===== src/verilog/ahb_pkg.sv =====
// AHB-side widths and transfer codes; 32-bit address and data only, no burst or size support
`default_nettype none

package ahb_pkg;

  // ----------------------------------------
  // Bus widths
  // ----------------------------------------

  // Byte address, shared by the AHB and APB sides
  typedef logic [31:0] addr_t;

  // One data word
  typedef logic [31:0] data_t;

  // ----------------------------------------
  // Transfer type
  // ----------------------------------------

  typedef logic [1:0] htrans_t;

  // Only these two start a transfer
  localparam htrans_t HTRANS_NONSEQ = 2'b10;
  localparam htrans_t HTRANS_SEQ    = 2'b11;

endpackage : ahb_pkg

`default_nettype wire


===== src/verilog/apb_pkg.sv =====
// APB-side state and address-map types; at most MAX_SLAVES windows, each an inclusive range
`default_nettype none

package apb_pkg;

  // ----------------------------------------
  // Sequencer state
  // ----------------------------------------

  // One-hot, one bit per APB phase
  typedef enum logic [2:0] {
    APB_IDLE   = 3'b001,
    APB_SETUP  = 3'b010,
    APB_ACCESS = 3'b100
  } apb_state_t;

  // ----------------------------------------
  // Address map
  // ----------------------------------------

  // Upper bound on generated slots
  localparam int MAX_SLAVES = 16;

  // One address per slot
  // Used both for window bases and for window last addresses
  typedef ahb_pkg::addr_t [MAX_SLAVES-1:0] slave_map_t;

endpackage : apb_pkg

`default_nettype wire


===== src/verilog/apb_slot_if.sv =====
// Sequencer to slot-array link; one bit or word per slot, each slot drives only its own entry
`timescale 1ns/1ps
`default_nettype none

interface apb_slot_if #(
  parameter int NUM_SLAVES = 4
) ();

  // ----------------------------------------
  // Sequencer to slots
  // ----------------------------------------

  // Copy registered hit into psel
  logic load_sel;

  // Drop every psel at the end of ACCESS
  logic clear_sel;

  // ----------------------------------------
  // Slots to sequencer
  // ----------------------------------------

  logic [NUM_SLAVES-1:0] psel;

  // Responses already masked by the slot's own psel
  logic [NUM_SLAVES-1:0] pready_hit;
  ahb_pkg::data_t [NUM_SLAVES-1:0] prdata_hit;

  modport sequencer (
    output load_sel,
    output clear_sel,
    input  psel,
    input  pready_hit,
    input  prdata_hit
  );

  modport slot (
    input  load_sel,
    input  clear_sel,
    output psel,
    output pready_hit,
    output prdata_hit
  );

endinterface : apb_slot_if

`default_nettype wire

===== src/verilog/ahb2apb_bridge.sv =====
// AHB to APB bridge; parent must set NUM_SLAVES up to 16 and a non-overlapping address map
`timescale 1ns/1ps
`default_nettype none

module ahb2apb_bridge #(
  parameter int                  NUM_SLAVES = 4,
  parameter apb_pkg::slave_map_t SLAVE_BASE = '0,
  parameter apb_pkg::slave_map_t SLAVE_LAST = '0
) (
  // AHB side
  input  wire logic                          hclk10,
  input  wire logic                          hreset_n10,
  input  wire logic                          hsel,
  input  ahb_pkg::addr_t                     haddr,
  input  ahb_pkg::htrans_t                   htrans,
  input  ahb_pkg::data_t                     hwdata,
  input  wire logic                          hwrite,
  output ahb_pkg::data_t                     hrdata,
  output logic                               hready,

  // APB side, shared by all slaves
  output ahb_pkg::addr_t                     paddr,
  output logic                               penable,
  output logic                               pwrite,
  output ahb_pkg::data_t                     pwdata,

  // APB side, one entry per slave
  output logic [NUM_SLAVES-1:0]              psel,
  input  wire logic [NUM_SLAVES-1:0]         pready,
  input  ahb_pkg::data_t [NUM_SLAVES-1:0]    prdata
);

  logic           trans_valid;
  logic           data_phase;
  ahb_pkg::addr_t haddr_q;
  logic           hwrite_q;
  logic           xfer_done;

  apb_slot_if #(.NUM_SLAVES(NUM_SLAVES)) slot_bus ();

  // ----------------------------------------
  // AHB front end
  // ----------------------------------------

  ahb_front_end front_end_i (
    .hclk10      (hclk10),
    .hreset_n10  (hreset_n10),
    .hsel        (hsel),
    .haddr       (haddr),
    .htrans      (htrans),
    .hwrite      (hwrite),
    .xfer_done   (xfer_done),
    .trans_valid (trans_valid),
    .data_phase  (data_phase),
    .haddr_q     (haddr_q),
    .hwrite_q    (hwrite_q),
    .hready      (hready)
  );

  // ----------------------------------------
  // Slot array
  // ----------------------------------------

  for (genvar i = 0; i < NUM_SLAVES; i++) begin : g_slot
    apb_slot #(
      .BASE (SLAVE_BASE[i]),
      .LAST (SLAVE_LAST[i]),
      .IDX  (i)
    ) slot_i (
      .hclk10      (hclk10),
      .hreset_n10  (hreset_n10),
      .haddr       (haddr),
      .trans_valid (trans_valid),
      .pready      (pready[i]),
      .prdata      (prdata[i]),
      .bus         (slot_bus.slot)
    );
  end

  // ----------------------------------------
  // APB sequencer
  // ----------------------------------------

  apb_sequencer #(
    .NUM_SLAVES (NUM_SLAVES)
  ) sequencer_i (
    .hclk10     (hclk10),
    .hreset_n10 (hreset_n10),
    .data_phase (data_phase),
    .haddr_q    (haddr_q),
    .hwrite_q   (hwrite_q),
    .bus        (slot_bus.sequencer),
    .paddr      (paddr),
    .pwrite     (pwrite),
    .penable    (penable),
    .hrdata     (hrdata),
    .xfer_done  (xfer_done)
  );

  assign psel = slot_bus.psel;

  // Write data is valid for the whole data phase
  assign pwdata = hwdata;

endmodule : ahb2apb_bridge

`default_nettype wire


===== src/verilog/ahb_front_end.sv =====
// AHB slave front end; single transfers only, no split or retry, hresp is always OKAY and not driven
`timescale 1ns/1ps
`default_nettype none

module ahb_front_end (
  input  wire logic           hclk10,
  input  wire logic           hreset_n10,
  input  wire logic           hsel,
  input  ahb_pkg::addr_t      haddr,
  input  ahb_pkg::htrans_t    htrans,
  input  wire logic           hwrite,
  input  wire logic           xfer_done,
  output logic                trans_valid,
  output logic                data_phase,
  output ahb_pkg::addr_t      haddr_q,
  output logic                hwrite_q,
  output logic                hready
);

  // High while the bridge can accept a new address
  logic addr_phase_q;
  logic start_code;

  // ----------------------------------------
  // Transfer qualification
  // ----------------------------------------

  // IDLE and BUSY are ignored
  assign start_code = (htrans == ahb_pkg::HTRANS_NONSEQ) ||
                      (htrans == ahb_pkg::HTRANS_SEQ);

  // Only sampled while no transfer is outstanding
  assign trans_valid = hsel && start_code && addr_phase_q;

  // ----------------------------------------
  // Phase tracking
  // ----------------------------------------

  always_ff @(posedge hclk10 or negedge hreset_n10) begin
    if (!hreset_n10) begin
      addr_phase_q <= 1'b1;
    end else if (trans_valid) begin
      addr_phase_q <= 1'b0;
    end else if (xfer_done) begin
      // APB side finished, reopen the address phase
      addr_phase_q <= 1'b1;
    end
  end

  // Address and direction of the accepted transfer
  always_ff @(posedge hclk10) begin
    if (trans_valid) begin
      haddr_q  <= haddr;
      hwrite_q <= hwrite;
    end
  end

  assign data_phase = ~addr_phase_q;

  // Wait states last for the whole data phase
  assign hready = addr_phase_q;

endmodule : ahb_front_end

`default_nettype wire


===== src/verilog/apb_sequencer.sv =====
// APB master FSM; one transfer at a time, every transfer returns to IDLE, no pslverr support
`timescale 1ns/1ps
`default_nettype none

module apb_sequencer #(
  parameter int NUM_SLAVES = 4
) (
  input  wire logic        hclk10,
  input  wire logic        hreset_n10,
  input  wire logic        data_phase,
  input  ahb_pkg::addr_t   haddr_q,
  input  wire logic        hwrite_q,
  apb_slot_if.sequencer    bus,
  output ahb_pkg::addr_t   paddr,
  output logic             pwrite,
  output logic             penable,
  output ahb_pkg::data_t   hrdata,
  output logic             xfer_done
);

  apb_pkg::apb_state_t state_q;

  logic           pready_any;
  logic           psel_any;
  ahb_pkg::data_t prdata_any;
  logic           access_end;

  // ----------------------------------------
  // Response merge
  // ----------------------------------------

  // Slots gate their own responses, so a plain OR is enough
  assign pready_any = |bus.pready_hit;
  assign psel_any   = |bus.psel;

  always_comb begin
    prdata_any = '0;
    for (int i = 0; i < NUM_SLAVES; i++) begin
      prdata_any = prdata_any | bus.prdata_hit[i];
    end
  end

  // Unmapped address has no psel and ends ACCESS right away
  assign access_end = (state_q == apb_pkg::APB_ACCESS) && (pready_any || !psel_any);

  // ----------------------------------------
  // Strobes to slots and front end
  // ----------------------------------------

  // Slots load psel on the edge that enters SETUP
  assign bus.load_sel  = (state_q == apb_pkg::APB_IDLE) && data_phase;
  assign bus.clear_sel = access_end;
  assign xfer_done     = access_end;

  assign penable = (state_q == apb_pkg::APB_ACCESS);

  // ----------------------------------------
  // State machine
  // ----------------------------------------

  always_ff @(posedge hclk10 or negedge hreset_n10) begin
    if (!hreset_n10) begin
      state_q <= apb_pkg::APB_IDLE;
      paddr   <= '0;
      pwrite  <= 1'b0;
      hrdata  <= '0;
    end else begin
      case (state_q)
        apb_pkg::APB_IDLE: begin
          if (data_phase) begin
            state_q <= apb_pkg::APB_SETUP;
            paddr   <= haddr_q;
            pwrite  <= hwrite_q;
          end
        end
        apb_pkg::APB_SETUP: begin
          state_q <= apb_pkg::APB_ACCESS;
        end
        apb_pkg::APB_ACCESS: begin
          // paddr and pwrite hold through wait states
          if (access_end) begin
            state_q <= apb_pkg::APB_IDLE;
            hrdata  <= prdata_any;
          end
        end
        default: begin
          state_q <= apb_pkg::APB_IDLE;
        end
      endcase
    end
  end

endmodule : apb_sequencer

`default_nettype wire


===== src/verilog/apb_slot.sv =====
// One APB slave slot; window is BASE to LAST inclusive, IDX must be unique and below NUM_SLAVES
`timescale 1ns/1ps
`default_nettype none

module apb_slot #(
  parameter ahb_pkg::addr_t BASE = '0,
  parameter ahb_pkg::addr_t LAST = '0,
  parameter int             IDX  = 0
) (
  input  wire logic        hclk10,
  input  wire logic        hreset_n10,
  input  ahb_pkg::addr_t   haddr,
  input  wire logic        trans_valid,
  input  wire logic        pready,
  input  ahb_pkg::data_t   prdata,
  apb_slot_if.slot         bus
);

  logic in_window;
  logic hit_q;
  logic psel_q;

  // ----------------------------------------
  // Window decode
  // ----------------------------------------

  assign in_window = (haddr >= BASE) && (haddr <= LAST);

  // Hit of the address sampled with the transfer
  always_ff @(posedge hclk10 or negedge hreset_n10) begin
    if (!hreset_n10) begin
      hit_q <= 1'b0;
    end else if (trans_valid) begin
      hit_q <= in_window;
    end
  end

  // ----------------------------------------
  // Select
  // ----------------------------------------

  always_ff @(posedge hclk10 or negedge hreset_n10) begin
    if (!hreset_n10) begin
      psel_q <= 1'b0;
    end else if (bus.clear_sel) begin
      psel_q <= 1'b0;
    end else if (bus.load_sel) begin
      psel_q <= hit_q;
    end
  end

  assign bus.psel[IDX] = psel_q;

  // Unselected slots contribute nothing to the OR merge
  assign bus.pready_hit[IDX] = psel_q & pready;
  assign bus.prdata_hit[IDX] = psel_q ? prdata : '0;

endmodule : apb_slot

`default_nettype wire


===== config.mk =====
export PLATFORM = sky130hd
export DESIGN_NAME = ahb2apb_bridge
export DESIGN_NICKNAME = d
export VERILOG_FILES = /design/src/verilog/ahb_pkg.sv /design/src/verilog/apb_pkg.sv /design/src/verilog/apb_slot_if.sv /design/src/verilog/ahb2apb_bridge.sv /design/src/verilog/ahb_front_end.sv /design/src/verilog/apb_sequencer.sv /design/src/verilog/apb_slot.sv
export SDC_FILE = /design/constraint.sdc
export NUM_CORES = 1
export LEC_CHECK = 0
export ABC_AREA = 1
export BUFFER_PORTS_ARGS = -buffer_cell sky130_fd_sc_hd__buf_2
export CORE_MARGIN = 4
export CORE_UTILIZATION = 30
export CTS_BUF_LIST = sky130_fd_sc_hd__clkbuf_4
export CTS_CLUSTER_DIAMETER = 40
export CTS_CLUSTER_SIZE = 10
export DETAILED_ROUTE_END_ITERATION = 10
export PLACE_DENSITY = 0.71
export SLEW_MARGIN = 20
export SYNTH_ARGS = -nofsm -noshare
export SYNTH_HDL_FRONTEND = slang
export SYNTH_SLANG_ARGS = --single-unit

===== constraint.sdc =====
create_clock -name hclk10 -period 3.17 [get_ports hclk10]
set_input_delay 0.634 -clock hclk10 [delete_from_list [all_inputs] [get_ports hclk10]]
set_output_delay 0.634 -clock hclk10 [all_outputs]
set_load 0.01 [all_outputs]

Word-level counts from Yosys, hierarchy flattened --
Index checks and enable logic that the tools add are counted.
Operators by class: add/sub/neg operators 0, multiply operators 0, divide/modulo/power cells 0, magnitude comparators 2, eq/ne operators 7, shift-type cells 0, multiplexer cells 11, bitwise gates (word level) 8, reduce and logical (&&, ||, !) cells 14
Operators by type and width (number):
- 32-bit 2-to-1 mux | 4
- 32-bit bitwise OR | 3
- 32-bit by 1-bit >= comparator with 1-bit output (second input constant) | 1
- 32-bit by 1-bit less-or-equal comparator with 1-bit output (second input constant) | 1
- 3-bit one-hot mux with 3 select lines | 1
- 3-bit 2-to-1 mux | 2
- 2-bit AND reduction | 3
- 1-bit logical AND | 5
- 1-bit AND | 4
- 2-bit equality test (second input constant) | 2
- 1-bit 2-to-1 mux | 4
- 2-bit nonzero test | 2
- 4-bit OR reduction | 1
- 3-bit by 1-bit equality test with 1-bit output (second input constant) | 1
- 3-bit by 2-bit equality test with 1-bit output (second input constant) | 1
- 3-bit equality test (second input constant) | 1
- 1-bit logical OR | 2
- 2-bit by 1-bit != test with 1-bit output (second input constant) | 1
- 2-bit != test (second input constant) | 1
- 1-bit logical NOT | 1
- 1-bit NOT | 1
Word-level totals: register bits 104, bits in latches 0, bits in writable memories 0, memory bits (read-only) 0, input bits 202, output and inout bits 103, memories 0

Depth between registers and ports, before layout --
word-level depth 6, gate-level depth with buffers 9, mapped depth without buffers 7

Worst setup path before layout --
OpenSTA, ideal clock, no wires.
kind register to register, start point register front_end_i.addr_phase_q (netlist: front_end_i.hready), end point register front_end_i.haddr_q[0], enable pin, setup time 388 ps, data arrival time 1587 ps, data required time 2782 ps, setup slack 1195 ps, cell stages (with the launch flop) 4, period minus slack after synthesis 1975 ps, path through dfstp_2 > buf_2 > nand3_1 > inv_1
Between the ends: cells in the longest elaborated chain, start to end 1
RTL lines:
- start, declared | RTL line ahb_front_end.sv:21 | logic addr_phase_q;
- start signal, assigned | RTL line ahb_front_end.sv:41 | addr_phase_q <= 1'b1;
- start signal, assigned | RTL line ahb_front_end.sv:43 | addr_phase_q <= 1'b0;
- start signal, assigned | RTL line ahb_front_end.sv:46 | addr_phase_q <= 1'b1;
- 1-bit logical AND | RTL line ahb_front_end.sv:33 | assign trans_valid = hsel && start_code && addr_phase_q;
- via front_end_i.trans_valid | RTL line ahb_front_end.sv:13 | output logic trans_valid,
- end signal, assigned | RTL line ahb_front_end.sv:53 | haddr_q <= haddr;
- end, declared | RTL line ahb_front_end.sv:15 | output ahb_pkg::addr_t haddr_q,
The timed path passes the listed nets, and every way through them passes these cells. A chain may end at the register's enable or synchronous reset.

Worst setup path in the final report --
start point register g_slot[3].slot_i.psel_q, end point output psel[3]
RTL lines:
- start, declared | RTL line apb_slot.sv:21 | logic psel_q;
- start signal, assigned | RTL line apb_slot.sv:48 | psel_q <= hit_q;
- end, declared | RTL line ahb2apb_bridge.sv:28 | output logic [NUM_SLAVES-1:0] psel,
No word-level cell between the ends.

==> flow_summary_export.csv <==
group,metric,value,unit
status,status,"complete, no violations",
cts,h-tree-depth,3,
pwr,swShare,41.2,%
timing,holdWs,267,ps
timing,tightest_slew,923,ps
place,dp_slack,1290,ps
pwr,combPwrFrac,40.4,%
worst_setup_path,worstPathMaxFanout,31,
routing,drt_iter0_markers,117,
cts,numCtsBuffers,9,
worst_setup_path,endpoint_kind,"primary output",
place,numPortBuffers,239,
pwr,clkPwrFrac,14.3,%
floorplan,start_util,30.7,%
worst_setup_path,worstSetupPathType,"flip-flop to primary output",
timing,drv_slew,0,
pwr,intPower,0.00272,W
timing,fin_skew,17.3,ps
floorplan,io_pins,305,
layout,final_common_cell,"buf_2",
layout,syn_to_final_growth,26.3,%
timing,tns,0,ps
layout,layout_common_cells,"buf_2, nand2_1, nor2_1",
cts,clock-sinks,104,
routing,drc,0,
synth,ys_ff_latch,104,
synth,syn_nets,709,
routing,avgViaCountPerCell,4.23,
layout,fillers,1548,
global_route,grt_pass1_wl,19600,µm
place,hpwl,9200,µm
cts,post_cts_resized,0,
floorplan,die_w,133,µm
timing,min_period_over_period,71.3,%
cts,tritoncts,"done",
pwr,p_sw,0.00191,W
worst_setup_path,cp.arrival,1630,ps
pwr,pwr-share-seq,45.4,%
flow_run,cap_viol_max_count,0,
synth,netlist_area,4680,µm²
worst_setup_path,worst_path_dominant_cell_family,"buffers and inverters",
global_route,grt_pass1_vias,3838,
worst_setup_path,critPathBufInv,2,
layout,drive_above_1_share,39.9,%
worst_setup_path,cpPeakStageDelay,560,ps
pwr,leakagePower,3.02,nW
timing,rsz0062_at_grt,"false",
worst_setup_path,path_cells,"buf_4 > buf_2",
cts,cts_hold_buf,0,
worst_setup_path,startpoint_type,"flip-flop",
timing,hold_viol,0,
routing,drt-pass1-iter-count,4,
timing,setup_viol,0,
place,gp_congestion,0.806,
global_route,grt_overflow,0,
floorplan,die_area,17700,µm²
cts,cts_buffer_depth,2,
routing,routed_wirelength,12600,µm
synth,ys_types,26,
layout,fin_nets,906,
routing,drtAntennaViolNets,0,
floorplan,core-area,15300,µm²
cts,cts_root_buf,"clkbuf_4",
floorplan,die_y,133,µm
cts,clk_pin_slew,180,ps
routing,dr_total_vias,3894,
global_route,antenna_found_initial,2,
global_route,grtUsageTotal,14.0,%
worst_setup_path,required,2540,ps
timing,min_period,2260,ps
pwr,power.total,0.00462,W
floorplan,rows,45,
synth,yosysWarnings,0,
synth,synth.avg_cell_area,9.23,µm²
synth,syn_inst,507,
worst_setup_path,cp_slowest_cell,"dfrtp_1",
timing,setup_slack,910,ps
cts,clk_latency,470,ps
synth,ys_seq_area_share,59.2,%
timing,relSlewSlack,38.4,%
timing,fmax,0.442,GHz
routing,avgRoutedWirePerCell,13.7,µm
cts,post-cts-setup-buffers,0,
pwr,p_per_area,783,nW/µm²
worst_hold_path,hp-class,"primary input to asynchronous set/reset pin",
global_route,grt_max_degree,72,
pwr,peakVddDrop,0.303,mV
## cell usage after synthesis, drive strengths merged
library cell / number / area [µm²]
a21oi: 1 / 5.00
o21ai: 66 / 379
clkbuf: 10 / 40.0
dfrtp: 69 / 1730
nand3: 5 / 25.0
dfstp: 2 / 52.6
nand2: 173 / 659
and2: 3 / 18.8
nand4: 2 / 12.5
inv: 6 / 22.5
nor2: 87 / 353
nor3: 3 / 26.3
buf: 47 / 367
edfxtp: 33 / 991
## sequential cells by signal (all words and copies together), names as in the netlist
register              flops
front_end_i.haddr_q      32
sequencer_i.hrdata       32
g_slot.slot_i.psel_q      1
sequencer_i.pwrite        1
sequencer_i.paddr        32
front_end_i.hready        1
g_slot.slot_i.hit_q       1
front_end_i.hwrite_q      1
sequencer_i.state_q       3
## path summary, 6_finish.rpt
| kind | from | end | depth (start not counted) | slack, ps |
|---|---|---|---|---|
| worst min-delay path | hreset_n10 | sequencer_i.hrdata[21]$_DFFE_PN0P_ | 1 | 270 |
| worst max-delay path | g_slot[3].slot_i.psel_q$_DFFE_PN0P_ | psel[3] | 2 | 910 |
| worst min register to register | front_end_i.haddr_q[29]$_DFFE_PP_ | sequencer_i.paddr[29]$_DFFE_PN0P_ | 2 | 470 |
| worst max register to register | front_end_i.hready$_DFFE_PN1P_ | front_end_i.haddr_q[28]$_DFFE_PP_ | 3 | 1300 |
| max in group asynchronous | hreset_n10 | sequencer_i.paddr[30]$_DFFE_PN0P_ | 1 | 2290 |
| min in group hclk10 | hwrite | front_end_i.hwrite_q$_DFFE_PP_ | 1 | 340 |
## kinds of logic after synthesis
group	Yosys count	synth area share, %
AND/OR/NAND/NOR	273	23.4
buffers and inverters	63	9.17
flip-flops	104	59.2
AO/OA/AOI/OAI	67	8.21
## worst reg2reg max path: stages, from the launching register on
cell and delay, ps:
dfstp_2 780, nand3_1 210, inv_1 130, buf_4 400
## final cells by class
cell class                 instances  area, µm²  area share, %
multi-input combinational        340       1480           25.0
antenna                            1       2.50         0.0424
sequential                       104       2770           46.9
clock buffer                       9       67.6           1.14
timing repair buffer             243       1240           21.0
inverter                           6       22.5          0.381
tap                              211        264           4.47
clock inverter                     7       61.3           1.04
## power groups by stage
stage               clock [W]  sequential (W)  combinational [W]
floorplan                   0         0.00227            0.00105
global placement            0         0.00212            0.00188
detailed placement          0         0.00213            0.00193
CTS                  0.000701         0.00210            0.00193
global route         0.000752         0.00216            0.00212
finish               0.000660         0.00210            0.00187
## stage by stage
stage          cells  cell area [µm²]  util, %
6_report         921             5910     38.7
5_1_grt          921             5910     38.7
4_1_cts          920             5910     38.7
3_5_place_dp     904             5780     37.9
3_3_place_gp     904             5780     37.9
2_1_floorplan    507             4680        -
## layer usage
metal	GRT usage [%]	wire, µm	up-vias
li1	-	-	1980
met1	16.6	5220	1734
met2	23.8	6130	162
met3	4.26	1030	16
met4	5.60	210	2
met5	0	20	-
Power figures use the tool's default switching activity.
